===== src/nn_pkg.sv =====
package nn_pkg;

	// ============================================================
	// Single precision word
	// ============================================================

	typedef union packed {
		logic [31:0] bits;
		struct packed {
			logic        sign;
			logic [7:0]  exponent;
			logic [22:0] mantissa;
		} fields;
	} fp32_u;

	// ============================================================
	// Node shape and weights
	// ============================================================

	localparam int NODE_INPUTS = 30;
	localparam int IDX_W       = 5;

	localparam logic [IDX_W-1:0] LAST_IDX = IDX_W'(NODE_INPUTS - 1);

	localparam logic [31:0] W_POS = 32'h3E877DDF;  // About 0.2646.
	localparam logic [31:0] W_NEG = 32'hBE877DDF;

	// Even positions positive, odd positions negative.
	localparam fp32_u NODE_WEIGHTS [NODE_INPUTS] = '{
		W_POS, W_NEG,  // 0, 1.
		W_POS, W_NEG,
		W_POS, W_NEG,
		W_POS, W_NEG,
		W_POS, W_NEG,
		W_POS, W_NEG,  // 10, 11.
		W_POS, W_NEG,
		W_POS, W_NEG,
		W_POS, W_NEG,
		W_POS, W_NEG,
		W_POS, W_NEG,  // 20, 21.
		W_POS, W_NEG,
		W_POS, W_NEG,
		W_POS, W_NEG,
		W_POS, W_NEG   // 28, 29.
	};

endpackage


===== src/mac_if.sv =====
`timescale 1ns/1ps

interface mac_if;

	logic          valid;   // One cycle per element.
	nn_pkg::fp32_u act;
	nn_pkg::fp32_u weight;
	logic          first;   // Position 0.
	logic          last;    // Position 29.

	modport seq (
		output valid,
		output act,
		output weight,
		output first,
		output last
	);

	modport dp (
		input valid,
		input act,
		input weight,
		input first,
		input last
	);

endinterface


===== src/float_mult.sv =====
`timescale 1ns/1ps

module float_mult (
	input  nn_pkg::fp32_u x,
	input  nn_pkg::fp32_u y,
	output nn_pkg::fp32_u z
);

	logic              sign;
	logic              zero_in;
	logic [23:0]       sig_x;
	logic [23:0]       sig_y;
	logic [47:0]       prod;
	logic signed [9:0] exp_sum;
	logic signed [9:0] exp_res;
	logic [22:0]       man_res;

	// ============================================================
	// Sign, exponent and significand product
	// ============================================================

	assign sign    = x.fields.sign ^ y.fields.sign;
	assign zero_in = (x.fields.exponent == 8'd0) || (y.fields.exponent == 8'd0);
	assign sig_x   = {1'b1, x.fields.mantissa};
	assign sig_y   = {1'b1, y.fields.mantissa};
	assign prod    = sig_x * sig_y;   // 1.x times 1.y lies in [1, 4).

	assign exp_sum = $signed({2'b00, x.fields.exponent})
	               + $signed({2'b00, y.fields.exponent})
	               - 10'sd127;

	// One place of normalization at most.
	always_comb
	begin
		if (prod[47])
		begin
			man_res = prod[46:24];
			exp_res = exp_sum + 10'sd1;
		end
		else
		begin
			man_res = prod[45:23];
			exp_res = exp_sum;
		end
	end

	// ============================================================
	// Packing
	// ============================================================

	always_comb
	begin
		if (zero_in)
			z.bits = 32'd0;
		else if (exp_res <= 10'sd0)
			z.bits = 32'd0;                       // Flush to +0.
		else if (exp_res >= 10'sd255)
			z.bits = {sign, 8'hff, 23'd0};        // Infinity.
		else
			z.bits = {sign, exp_res[7:0], man_res};
	end

endmodule


===== src/float_adder.sv =====
`timescale 1ns/1ps

module float_adder (
	input  nn_pkg::fp32_u a,
	input  nn_pkg::fp32_u b,
	output nn_pkg::fp32_u sum
);

	nn_pkg::fp32_u     big;
	nn_pkg::fp32_u     little;
	logic              a_zero;
	logic              b_zero;
	logic [7:0]        exp_diff;
	logic [23:0]       sig_big;
	logic [23:0]       sig_little;
	logic [23:0]       sig_align;
	logic [24:0]       sig_raw;
	logic [4:0]        lz;
	logic [23:0]       sig_norm;
	logic signed [9:0] exp_res;
	logic [22:0]       man_res;

	assign a_zero = (a.fields.exponent == 8'd0);
	assign b_zero = (b.fields.exponent == 8'd0);

	// ============================================================
	// Ordering and alignment
	// ============================================================

	always_comb
	begin
		if (a.bits[30:0] >= b.bits[30:0])  // Exponent and mantissa compare as one field.
		begin
			big    = a;
			little = b;
		end
		else
		begin
			big    = b;
			little = a;
		end
	end

	assign exp_diff   = big.fields.exponent - little.fields.exponent;
	assign sig_big    = (big.fields.exponent == 8'd0) ? 24'd0 : {1'b1, big.fields.mantissa};
	assign sig_little = (little.fields.exponent == 8'd0) ? 24'd0
	                  : {1'b1, little.fields.mantissa};
	assign sig_align  = sig_little >> exp_diff;  // Shifted-out bits are lost.

	// Magnitude order keeps the difference non-negative.
	assign sig_raw = (big.fields.sign == little.fields.sign)
	               ? {1'b0, sig_big} + {1'b0, sig_align}
	               : {1'b0, sig_big} - {1'b0, sig_align};

	// ============================================================
	// Normalization
	// ============================================================

	always_comb
	begin
		lz = 5'd0;
		for (int i = 0; i < 24; i++)
		begin
			if (sig_raw[i])
				lz = 5'(23 - i);  // Highest set bit wins.
		end
	end

	assign sig_norm = sig_raw[23:0] << lz;

	always_comb
	begin
		if (sig_raw[24])
		begin
			man_res = sig_raw[23:1];  // Carry out.
			exp_res = $signed({2'b00, big.fields.exponent}) + 10'sd1;
		end
		else
		begin
			man_res = sig_norm[22:0];
			exp_res = $signed({2'b00, big.fields.exponent}) - $signed({5'd0, lz});
		end
	end

	always_comb
	begin
		if (sig_raw == 25'd0)
			sum.bits = 32'd0;                              // Exact cancellation.
		else if (exp_res <= 10'sd0)
			sum.bits = 32'd0;
		else if (exp_res >= 10'sd255)
			sum.bits = {big.fields.sign, 8'hff, 23'd0};
		else
			sum.bits = {big.fields.sign, exp_res[7:0], man_res};

		if (a_zero && b_zero)
		begin
			a_zero_sum: assert (sum.bits == 32'd0)
				else $error("Two zero operands did not give +0.");
		end
	end

endmodule


===== src/node_seq.sv =====
`timescale 1ns/1ps

module node_seq (
	input  logic          clk,
	input  logic          arst_n,
	input  logic          in_valid,
	input  nn_pkg::fp32_u in_data,
	mac_if.seq            mac
);

	logic [nn_pkg::IDX_W-1:0] idx;
	logic                     at_last;

	assign at_last = (idx == nn_pkg::LAST_IDX);

	// Position counter and element flags.
	always_ff @(posedge clk or negedge arst_n)
	begin
		if (!arst_n)
		begin
			idx       <= '0;
			mac.valid <= 1'b0;
			mac.first <= 1'b0;
			mac.last  <= 1'b0;
		end
		else
		begin
			mac.valid <= in_valid;
			if (in_valid)
			begin
				idx       <= at_last ? '0 : idx + 1'b1;  // Wrap after 29.
				mac.first <= (idx == '0);
				mac.last  <= at_last;
			end
		end
	end

	always_ff @(posedge clk)
	begin
		if (in_valid)
		begin
			mac.act    <= in_data;
			mac.weight <= nn_pkg::NODE_WEIGHTS[idx];
		end
	end

	a_in_valid_known: assert property (
		@(posedge clk) disable iff (!arst_n) !$isunknown(in_valid)
	) else $error("in_valid is unknown out of reset.");

endmodule


===== src/node_datapath.sv =====
`timescale 1ns/1ps

module node_datapath (
	input  logic          clk,
	input  logic          arst_n,
	mac_if.dp             mac,
	output logic          out_valid,
	output nn_pkg::fp32_u out_data
);

	nn_pkg::fp32_u prod;
	nn_pkg::fp32_u prod_q;
	nn_pkg::fp32_u acc;
	nn_pkg::fp32_u sum;
	nn_pkg::fp32_u acc_next;
	logic          prod_valid;
	logic          prod_first;
	logic          prod_last;

	float_mult u_float_mult (
		.x (mac.act),
		.y (mac.weight),
		.z (prod)
	);

	float_adder u_float_adder (
		.a   (acc),
		.b   (prod_q),
		.sum (sum)
	);

	assign acc_next = prod_first ? prod_q : sum;  // First element restarts the sum.

	// ============================================================
	// Product stage, then accumulate stage
	// ============================================================

	always_ff @(posedge clk or negedge arst_n)
	begin
		if (!arst_n)
		begin
			prod_valid <= 1'b0;
			prod_first <= 1'b0;
			prod_last  <= 1'b0;
			out_valid  <= 1'b0;
			out_data   <= '0;
		end
		else
		begin
			prod_valid <= mac.valid;
			prod_first <= mac.first;
			prod_last  <= mac.last;
			out_valid  <= prod_valid && prod_last;
			if (prod_valid && prod_last)
				out_data <= acc_next.fields.sign ? '0 : acc_next;  // Rectifier.
		end
	end

	always_ff @(posedge clk)
	begin
		if (mac.valid)
			prod_q <= prod;
		if (prod_valid)
			acc <= acc_next;
	end

	a_out_nonneg: assert property (
		@(posedge clk) disable iff (!arst_n) !out_data.fields.sign
	) else $error("Node output carries a sign bit.");

endmodule


===== src/neuron_top.sv =====
`timescale 1ns/1ps

module neuron_top (
	input  logic        clk,
	input  logic        arst_n,
	input  logic        in_valid,
	input  logic [31:0] in_data,
	output logic        out_valid,
	output logic [31:0] out_data
);

	mac_if mac ();

	// Stream position and weight select.
	node_seq u_node_seq (
		.clk      (clk),
		.arst_n   (arst_n),
		.in_valid (in_valid),
		.in_data  (in_data),
		.mac      (mac.seq)
	);

	// Multiply, accumulate and rectify.
	node_datapath u_node_datapath (
		.clk       (clk),
		.arst_n    (arst_n),
		.mac       (mac.dp),
		.out_valid (out_valid),
		.out_data  (out_data)
	);

endmodule


===== config.mk =====
export PLATFORM = sky130hd
export DESIGN_NAME = neuron_top
export DESIGN_NICKNAME = d
export VERILOG_FILES = /design/src/nn_pkg.sv /design/src/mac_if.sv /design/src/float_mult.sv /design/src/float_adder.sv /design/src/node_seq.sv /design/src/node_datapath.sv /design/src/neuron_top.sv
export SDC_FILE = /design/constraint.sdc
export NUM_CORES = 1
export LEC_CHECK = 0
export BUFFER_PORTS_ARGS = -buffer_cell sky130_fd_sc_hd__buf_2
export CORE_MARGIN = 2
export CORE_UTILIZATION = 45
export DETAILED_ROUTE_END_ITERATION = 6
export GPL_ROUTABILITY_DRIVEN = 0
export MAX_ROUTING_LAYER = met4
export PLACE_DENSITY = 0.6
export SYNTH_ARGS = -nofsm -noshare
export SYNTH_HDL_FRONTEND = slang
export SYNTH_SLANG_ARGS = --single-unit

===== constraint.sdc =====
create_clock -name clk -period 27.8 [get_ports clk]
set_input_delay 0 -clock clk [delete_from_list [all_inputs] [get_ports clk]]
set_output_delay 0 -clock clk [all_outputs]
set_load 0.005 [all_outputs]

# After elaboration in Yosys (flattened, before gate mapping)
# Memories as Yosys holds them, arrays and structs flattened. A register that Yosys moved wholly into a read port is not among the register bits.
# Index checks and enable logic that the tools add are counted.
# W data, S select, Z words.
totals:
  rom_bits: 1024
  ff_bits: 140
  output_inout_bits: 33
  n_memories: 1
  in_bits: 35
mem_list:
  columns: ["memory", "words", "width", "read_ports", "rd_clocked_by_memory_dff", "wr", "line", "source"]
  rows:
  - ["(name not given)", 32, 32, 1, 1, 0, "node_seq.sv:43", "mac.weight <= nn_pkg::NODE_WEIGHTS[idx];"]
op_classes:
  n_reduce_logical: 10
  shift: 2
  add_sub_neg: 9
  mux: 40
  order_cmp: 5
  n_eq_ne: 2
  bitwise: 2
  n_mul: 1
ops:
  columns: ["cell", "count"]
  rows:
  - ["$mux W32", 5]
  - ["$mux W5", 25]
  - ["$mux W31", 3]
  - ["$mul A24 B24 Y48", 1]
  - ["$mux W24", 2]
  - ["$mux W23", 2]
  - ["$logic_not A8 Y1", 4]
  - ["$ge A31 B31 Y1", 1]
  - ["$add A24 B24 Y25", 1]
  - ["$logic_not A25 Y1", 1]
  - ["$mux W25", 1]
  - ["$sub A24 B24 Y25", 1]
  - ["$shl A24 B5 Y23", 1]
  - ["$shr A24 B8 Y24", 1]
  - ["$ge A10 B9 Y1 const B", 2]
  - ["$le A10 B1 Y1 const B", 2]
  - ["$mux W10", 2]
  - ["$add A10 B2 Y10 const B", 1]
  - ["$sub A9 B7 Y10 const B", 1]
  - ["$add A8 B1 Y9 const B", 1]
  - ["$add A8 B8 Y9", 1]
  - ["$sub A8 B5 Y9", 1]
  - ["$sub A8 B8 Y8", 1]
  - ["$not A5 Y6", 1]
  - ["other kinds (9)", 9]

# Depth between registers and ports, before layout
# Gate-level depths: netlist (run 1).
logic_depth:
  depth_word: 39
  depth_mapped: 64

# Hierarchy
# Synthesis (run 1) repeated with hierarchy kept, for this count alone.
hier_totals:
  cells_unflattened: 3882
  area_unflattened_um2: 33558.4
modules_own_cells:
  columns: ["mod", "seq_area_each_um2", "instances", "area_per_inst_um2", "cells_per_inst"]
  rows:
  - ["float_mult", 0.0, 1, 19298.5, 2247]
  - ["float_adder", 0.0, 1, 8590.7, 1289]
  - ["node_datapath", 2797.7, 1, 4043.9, 244]
  - ["node_seq", 1191.1, 1, 1625.3, 102]

# Least setup slack after synthesis (run 1)
# No wires, ideal clock.
synth_path:
  kind: "reg2reg"
  from: "register u_node_datapath.acc[25] (netlist name)"
  to: "register u_node_datapath.out_data[22] (netlist name)"
  path_buffers: 7
  t_required_ps: 27679
  t_arrival_ps: 12414
  path_stages_with_launch: 53
  period_less_slack_ps: 12535
  path_slack_ps: 15265
  cell_sequence: "edfxtp_1 > ha_1 > buf_2 > nand4_1 > or4_1 > o21bai_4 > a211oi_1 > nor2_1 > ha_1 > a221o_1 > nor2_1 > buf_2 > buf_2 > clkbuf_1 > buf_1 > mux4_2 > nor2_1 > o32ai_1 > [... 17 more ...] > inv_1 > ha_1 > inv_1 > fa_1 > a21o_1 > a21oi_1 > nor2b_1 > nor3b_1 > a31oi_1 > or3_1 > or4_4 > nand3_4 > nor2_1 > and3b_1 > buf_2 > buf_6 > a22o_1 > a22o_1"
synth_rtl:
  columns: ["element", "line", "source"]
  rows:
  - ["from (decl)", "node_datapath.sv:13", "nn_pkg::fp32_u acc;"]
  - ["from (signal assigned)", "node_datapath.sv:64", "acc <= acc_next;"]
  - ["to (signal assigned)", "node_datapath.sv:55", "out_data <= acc_next.fields.sign ? '0 : acc_next;"]
  - ["to (decl)", "node_datapath.sv:8", "output nn_pkg::fp32_u out_data"]

# Worst setup path in the final report (run 1)
layout_path:
  from: "register u_node_datapath.prod_q[23] (netlist name)"
  to: "register u_node_datapath.out_data[6] (netlist name)"
layout_via:
  elab_chain_cells: 39
layout_rtl:
  columns: ["element", "line", "source"]
  rows:
  - ["from (decl)", "node_datapath.sv:12", "nn_pkg::fp32_u prod_q;"]
  - ["from (signal assigned)", "node_datapath.sv:62", "prod_q <= prod;"]
  - ["parallel branches: the longest is 36 deep, another holds $ge A31 B31 Y1", null, null]
  - ["$mux W32 (*)", "float_adder.sv:87", "if (sig_raw == 25'd0)"]
  - ["$mux W32 (*)", "node_datapath.sv:32", "assign acc_next = prod_first ? prod_q : sum;"]
  - ["$mux W31 (*)", "node_datapath.sv:55", null]
# Mark *: on every way between the ends.
# A chain may end at the register's enable or synchronous reset.

==> results of run 1 <==
placed cells by master, fill, tap and decap left out, types with 28 or more instances in the layout:
| cell | synthesis | layout |
|---|---|---|
| dlygate4sd3_1 | 0 | 33 |
| edfxtp_1 | 97 | 97 |
| a21oi_1 | 167 | 167 |
| o21ai_0 | 104 | 104 |
| xor2_1 | 34 | 34 |
| fa_1 | 272 | 272 |
| nor3_1 | 57 | 56 |
| buf_2 | 15 | 66 |
| nand2_1 | 210 | 209 |
| inv_1 | 455 | 455 |
| xnor2_1 | 47 | 43 |
| a211oi_1 | 29 | 28 |
| a21o_1 | 43 | 43 |
| dfrtp_1 | 43 | 43 |
| nand3_1 | 48 | 48 |
| a22o_1 | 51 | 51 |
| nor2_1 | 161 | 159 |
| mux2i_1 | 83 | 83 |
| ha_1 | 278 | 277 |
through the flow:
stage | utilization | worst slack (ns) | instance area, um2 | hold WS [ns]
6_report | 0.4899 | 11.82 | 26940 | 0.1965
5_1_grt | 0.4899 | 10.75 | 26940 | 0.2576
4_1_cts | 0.4899 | 12.04 | 26940 | 0.2114
3_5_place_dp | 0.4727 | 12.09 | 25990 | 0.1781
3_3_place_gp | 0.4727 | 12.53 | 25990 | 0.1762
2_1_floorplan | - | 15.27 | 24980 | -0.2956
metal layers:
| metal | up-vias | wire length (um) |
|---|---|---|
| met5 | - | 0 |
| met4 | 0 | 2148 |
| met3 | 107 | 5054 |
| met2 | 859 | 34000 |
| met1 | 10430 | 32770 |
| li1 | 9737 | - |
registers in the layout (all words and copies together), names as in the netlist:
signal,cells
u_node_datapath.acc,32
u_node_datapath.prod_q,32
u_node_seq.mac.act,32
u_node_datapath.out_data,31
u_node_seq.idx,5
u_node_datapath.out_valid,1
u_node_datapath.prod_first,1
u_node_datapath.prod_last,1
u_node_datapath.prod_valid,1
u_node_seq.mac.first,1
u_node_seq.mac.last,1
u_node_seq.mac.valid,1
u_node_seq.mac.weight,1
kinds of logic (layout without fill, tap and decap cells):
family / Yosys count / in the layout
adders and majority gates: 550 / 550
muxes: 125 / 125
other: 1 / 1
buffers and inverters: 568 / 612
xor gates and xnor gates: 81 / 81
AOI/OAI and AO/OA: 636 / 636
and+or+nand+nor: 676 / 676
DFF: 140 / 140
final timing paths:
kind	startpoint	to	slack, ns	cells after the start
max	u_node_datapath.prod_q[23]$_SDFFCE_PP0P_	u_node_datapath.out_data[6]$_DFFE_PN0P_	11.82	46
min	in_valid	u_node_seq.mac.valid$_DFF_PN0_	0.20	1
max reg2reg	u_node_datapath.prod_q[23]$_SDFFCE_PP0P_	u_node_datapath.out_data[6]$_DFFE_PN0P_	11.82	46
min reg2reg	u_node_seq.mac.last$_DFFE_PN0P_	u_node_datapath.prod_last$_DFF_PN0_	0.38	0
max in group asynchronous	arst_n	u_node_datapath.out_data[2]$_DFFE_PN0P_	26.83	2
min in group asynchronous	arst_n	u_node_datapath.out_data[28]$_DFFE_PN0P_	0.29	2
layout make-up:
| cell class | count | share of cell area |
|---|---|---|
| well taps | 748 | 0.03474 |
| multi-input cells | 2069 | 0.6997 |
| clock buffers | 18 | 0.01672 |
| repair buffers | 121 | 0.03065 |
| clock inverters | 14 | 0.006131 |
| inverters | 459 | 0.06396 |
| flip-flops and latches | 140 | 0.1481 |
repair_timing:
item	in CTS	in global routing
resized for setup	0	0
hold buffers	33	0
endpoints found under the hold margin	75	0
==> results.md, run 1 <==
* Status: completed
* RSZ-0062 raised after global routing: false
* Clock Latency Late Sink at 0.45 ns
* Starting Density at 0.4544
* Area share of the largest cell type after synthesis at 0.2179
* Final slew viol count at 0
* CP max stage cell: a311oi_1
* TNS Setup at 0 ns
* Residual DRC count at 0
* PortBufs at 66
* Synthesized area per cell at 8.997 um2
* Avg Vias per Cell at 5.920
* Number of global-route vias before repair at 20960
* Total Routing Usage GR at 0.2724
* Filler cells at 5153
* First-pass GRT wire length at 118000 um
* CP delay by family, top: compound AO/OA/AOI/OAI gates
* Synth Instances at 2777
* Detail Route Antenna Nets at 0
* Crit Path Max Fanout at 65
* Largest net degree at the start of global routing at 66
* Setup violators final at 0
* Antenna Diode Count at 0
* Fin nets at 3393
* Clock sink total at 140
* GR met3 Demand/Resource at 0.03538
* FF+latch count, synth at 140
* Drt pass-1 iters at 6
* Worst path arrival time at 16.35 ns
* Inserted Clock Buffers at 17
* YS warnings at 0
* Count leader, synth: inv_1
* Crit path kind: reg2reg
* Register area at 3989 um2
* Post-synthesis adder-cell area fraction at 0.3572
* Rows at 86
* Worst slew margin at 0.1770
* Critical Path Source Type: flip-flop
* Final Hold Viols at 0
* Dpl cells at 3504
* TritonCTS clock tree: yes
* WP buf/inv at 3
* CP endpoint kind: flip-flop
* Bufs on Longest Clock Path at 2
* Post-Route WL at 73980 um
* Simple-gate portion of the synthesized area at 0.1319
* Synth Cell Area at 24980 um2
* Clock transition at path regs at 0.08 ns
* Io pins at 68
* Slew @ Worst Pin at 1.228 ns
* Max cap viols at 0
* CTS H-Tree Depth at 4
* Clock root cell: clkbuf_16
* Cell mode on critical path: nor2_1
* Mux cell area share after synthesis at 0.05940
* Top cells by area, synth: fa_1 22%, ha_1 14%, edfxtp_1 12%, inv_1 6.8%, dfrtp_1 4.3%
* WL per Instance at 20.73 um
* Worst min path class: in2reg
* Area of the multi-input gates at 18850 um2
* DR vias at 21130
* Top_reg_cell synth: edfxtp_1
* Clk_skew at 0.01535 ns
* Worst Path Required at 28.17 ns
* Post-CTS Setup Inserts at 0
* Tmin final at 15.98 ns
* GRT met2 Usage at 0.4244
* Final cell count without fillers at 3569
* GRT met1 Usage at 0.3728
* Top post-synthesis cells by count: 455 x inv_1, 278 x ha_1, 272 x fa_1, 210 x nand2_1, 167 x a21oi_1
* Top Usage Layer GRT: met2
* Max stage delay on crit path at 0.96 ns
* Sequential area share after synthesis at 0.1597
* Die height at 239.6 um
* Die area at 57420 um2
* Layout area overhead at 7.822%
* Core Region at 54990 um2
* Compound-cell area share of the yosys netlist at 0.1750
* Total congestion overflow at 0
* Peak Freq at 62.57 MHz
* Number of synthesized flops with an enable pin at 97
* Post-synth top area cell: fa_1
* DP HPWL at 60330 um
* Period utilisation layout at 0.5749
* Layout cells sized above 1 at 0.07905
* Post-synthesis cell type count at 100
* Initial antenna violation count at 0
* Asr flop ratio synth at 0.3071
* Syn Nets at 3362
* Initial DRC count at 1912
* Combinational family with the most area after synthesis: adder cells
* Die W at 239.6 um
* XOR/XNOR share of the synthesized area at 0.02840
Power of run 1 is left out: the tool's default activity adds up to more than one toggle a clock period on the data nets, which glitch-free logic cannot reach.
==> run 2: changes to the inputs <==
- clock period: 27.8 -> 14.75 ns (I/O delays scaled with it)
==> run 2 against run 1 <==
- the run now ends with design-rule violations left
- sequential cell count did not move
- critical endpoint is now u_node_datapath.out_data[8]$_DFFE_PN0P_
- design area grew 0.45%
- fmax grew 13%
- count of clock-buffer cells in the layout is the same
- clock skew increased by 0.0054 ns
- die area is the same
- routed wire length up 0.70%
- global-route usage rose by 0.054 points
- critical path depth fell by 1
- core utilization increased by 0.22 points
==> results.md, run 2 (synthesis results as in run 1) <==
* Status: finished with violations
* Failing checks: design-rule violations
* Max stage delay on crit path at 0.77 ns
* Final Hold Viols at 0
* Initial DRC count at 2301
* Slew @ Worst Pin at 1.183 ns
* Die area at 57420 um2
* CP max stage cell: or4b_2
* Clock Latency Late Sink at 0.45 ns
* Filler cells at 5195
* Starting Density at 0.4544
* CP endpoint kind: flip-flop
* Most frequent cells in the layout: 455 x inv_1, 277 x ha_1, 272 x fa_1
* Crit Path Max Fanout at 24
* Die W at 239.6 um
* Largest regs: u_node_datapath.acc x32, u_node_datapath.prod_q x32, u_node_seq.mac.act x32
* CP delay by family, top: simple AND/OR/NAND/NOR gates
* First-pass GRT wire length at 118100 um
* Io pins at 68
* Detail Route Antenna Nets at 0
* Hold EP: u_node_seq.mac.valid$_DFF_PN0_
* Inserted Clock Buffers at 17
* Critical Path Source Type: flip-flop
* Worst reg2reg startpoint: u_node_datapath.prod_q[26]$_SDFFCE_PP0P_
* Total Routing Usage GR at 0.2729
* Fin nets at 3409
* Residual DRC count at 2
* Final Util at 0.4921
* Drt pass-1 iters at 7
* DR vias at 21050
* Post-CTS Setup Inserts at 0
* Tmin final at 14.16 ns
* Post-Route WL at 74500 um
* Clock sink total at 140
* Bufs on Longest Clock Path at 2
* Total congestion overflow at 0
* Commonest non-fill, non-tap cell in the layout: inv_1
* Initial antenna violation count at 1
* Clk_skew at 0.02075 ns
* Layout cells sized above 1 at 0.08495
* Die height at 239.6 um
* Largest net degree at the start of global routing at 65
* Core Region at 54990 um2
* Final slew viol count at 0
* Reg2reg setup slack at 0.59 ns
* HP Start: in_valid
* DP HPWL at 60440 um
* Worst slew margin at 0.2073
* Number of global-route vias before repair at 20740
* Period utilisation layout at 0.9600
* PortBufs at 66
* Setup violators final at 0
* Layout area overhead at 8.308%
* Worst min path class: in2reg
* Clock transition at path regs at 0.07 ns
* Clock root cell: clkbuf_16
* R2r worst-path depth at 45
* Avg Vias per Cell at 5.870
* Crit path kind: reg2reg
* Rows at 86
* CTS H-Tree Depth at 4
* Max cap viols at 0
* TritonCTS clock tree: yes
* Worst Path Required at 15.07 ns
* Worst Hold Path Cells at 1
* Peak Freq at 70.62 MHz
* R2R Path End: u_node_datapath.out_data[8]$_DFFE_PN0P_
* WL per Instance at 20.77 um
* WP buf/inv at 4
* Worst path arrival time at 14.48 ns
## run 2: cell count changes in the layout (fill, tap and decap cells not counted), moves of 2 or more
cell	before	now
inv_8	6	4
clkinv_8	4	1
inv_6	2	5
buf_4	22	38
## run 2: timing repair
item                                    in CTS  in global routing
hold endpoints to repair                    75                  0
endpoints found under the setup margin       0                 48
hold buffers                                33                  0
resized for setup                            0                  6
## run 2: final cells by class
class | count | area, um2 | share of cell area
tap | 748 | 935.9 | 0.03459
inverter | 459 | 1723 | 0.06367
sequential | 140 | 3989 | 0.1474
multi-input combinational | 2069 | 18880 | 0.6977
clock buffer | 18 | 429.2 | 0.01586
antenna | 1 | 2.502 | 0.00009248
clock inverter | 14 | 155.1 | 0.005734
timing repair buffer | 137 | 945.9 | 0.03496
## run 2: how the worst max path moves through the flow
stage / cells after the start / start / endpoint
2_1_floorplan: 52 / u_node_datapath.acc[25]$_DFFE_PP_ / u_node_datapath.out_data[22]$_DFFE_PN0P_
3_3_place_gp: 44 / u_node_datapath.acc[26]$_DFFE_PP_ / u_node_datapath.out_data[8]$_DFFE_PN0P_
3_5_place_dp: 45 / u_node_datapath.prod_q[26]$_SDFFCE_PP0P_ / u_node_datapath.out_data[10]$_DFFE_PN0P_
4_1_cts: 45 / u_node_datapath.prod_q[26]$_SDFFCE_PP0P_ / u_node_datapath.out_data[14]$_DFFE_PN0P_
5_1_grt: 46 / u_node_datapath.prod_q[26]$_SDFFCE_PP0P_ / u_node_datapath.out_data[5]$_DFFE_PN0P_
6_report: 45 / u_node_datapath.prod_q[26]$_SDFFCE_PP0P_ / u_node_datapath.out_data[8]$_DFFE_PN0P_
## run 2: through the flow
| step | cells | setup slack, ns | hold slack, ns | TNS, ns | area, um2 |
|---|---|---|---|---|---|
| global placement | 3520 | 1.027 | 0.1304 | 0 | 26110 |
| finish | 3586 | 0.5897 | 0.2048 | 0 | 27060 |
| CTS | 3585 | 0.5819 | 0.1978 | 0 | 27030 |
| global route | 3586 | -0.1028 | 0.2478 | -2.015 | 27060 |
| detailed placement | 3520 | 0.7081 | 0.1499 | 0 | 26110 |
| floorplan | 2777 | 2.215 | -0.2956 | 0 | 24980 |
## run 2: metal layers
metal  vias to the layer above  GRT usage  part of all wire
met1                     10290     0.3700              0.44
li1                       9791          -                 -
met2                       848     0.4191              0.45
met5                         -          -                 0
met4                         0    0.08011             0.028
met3                       123    0.04702             0.075
Power of run 2 is left out for the same reason.
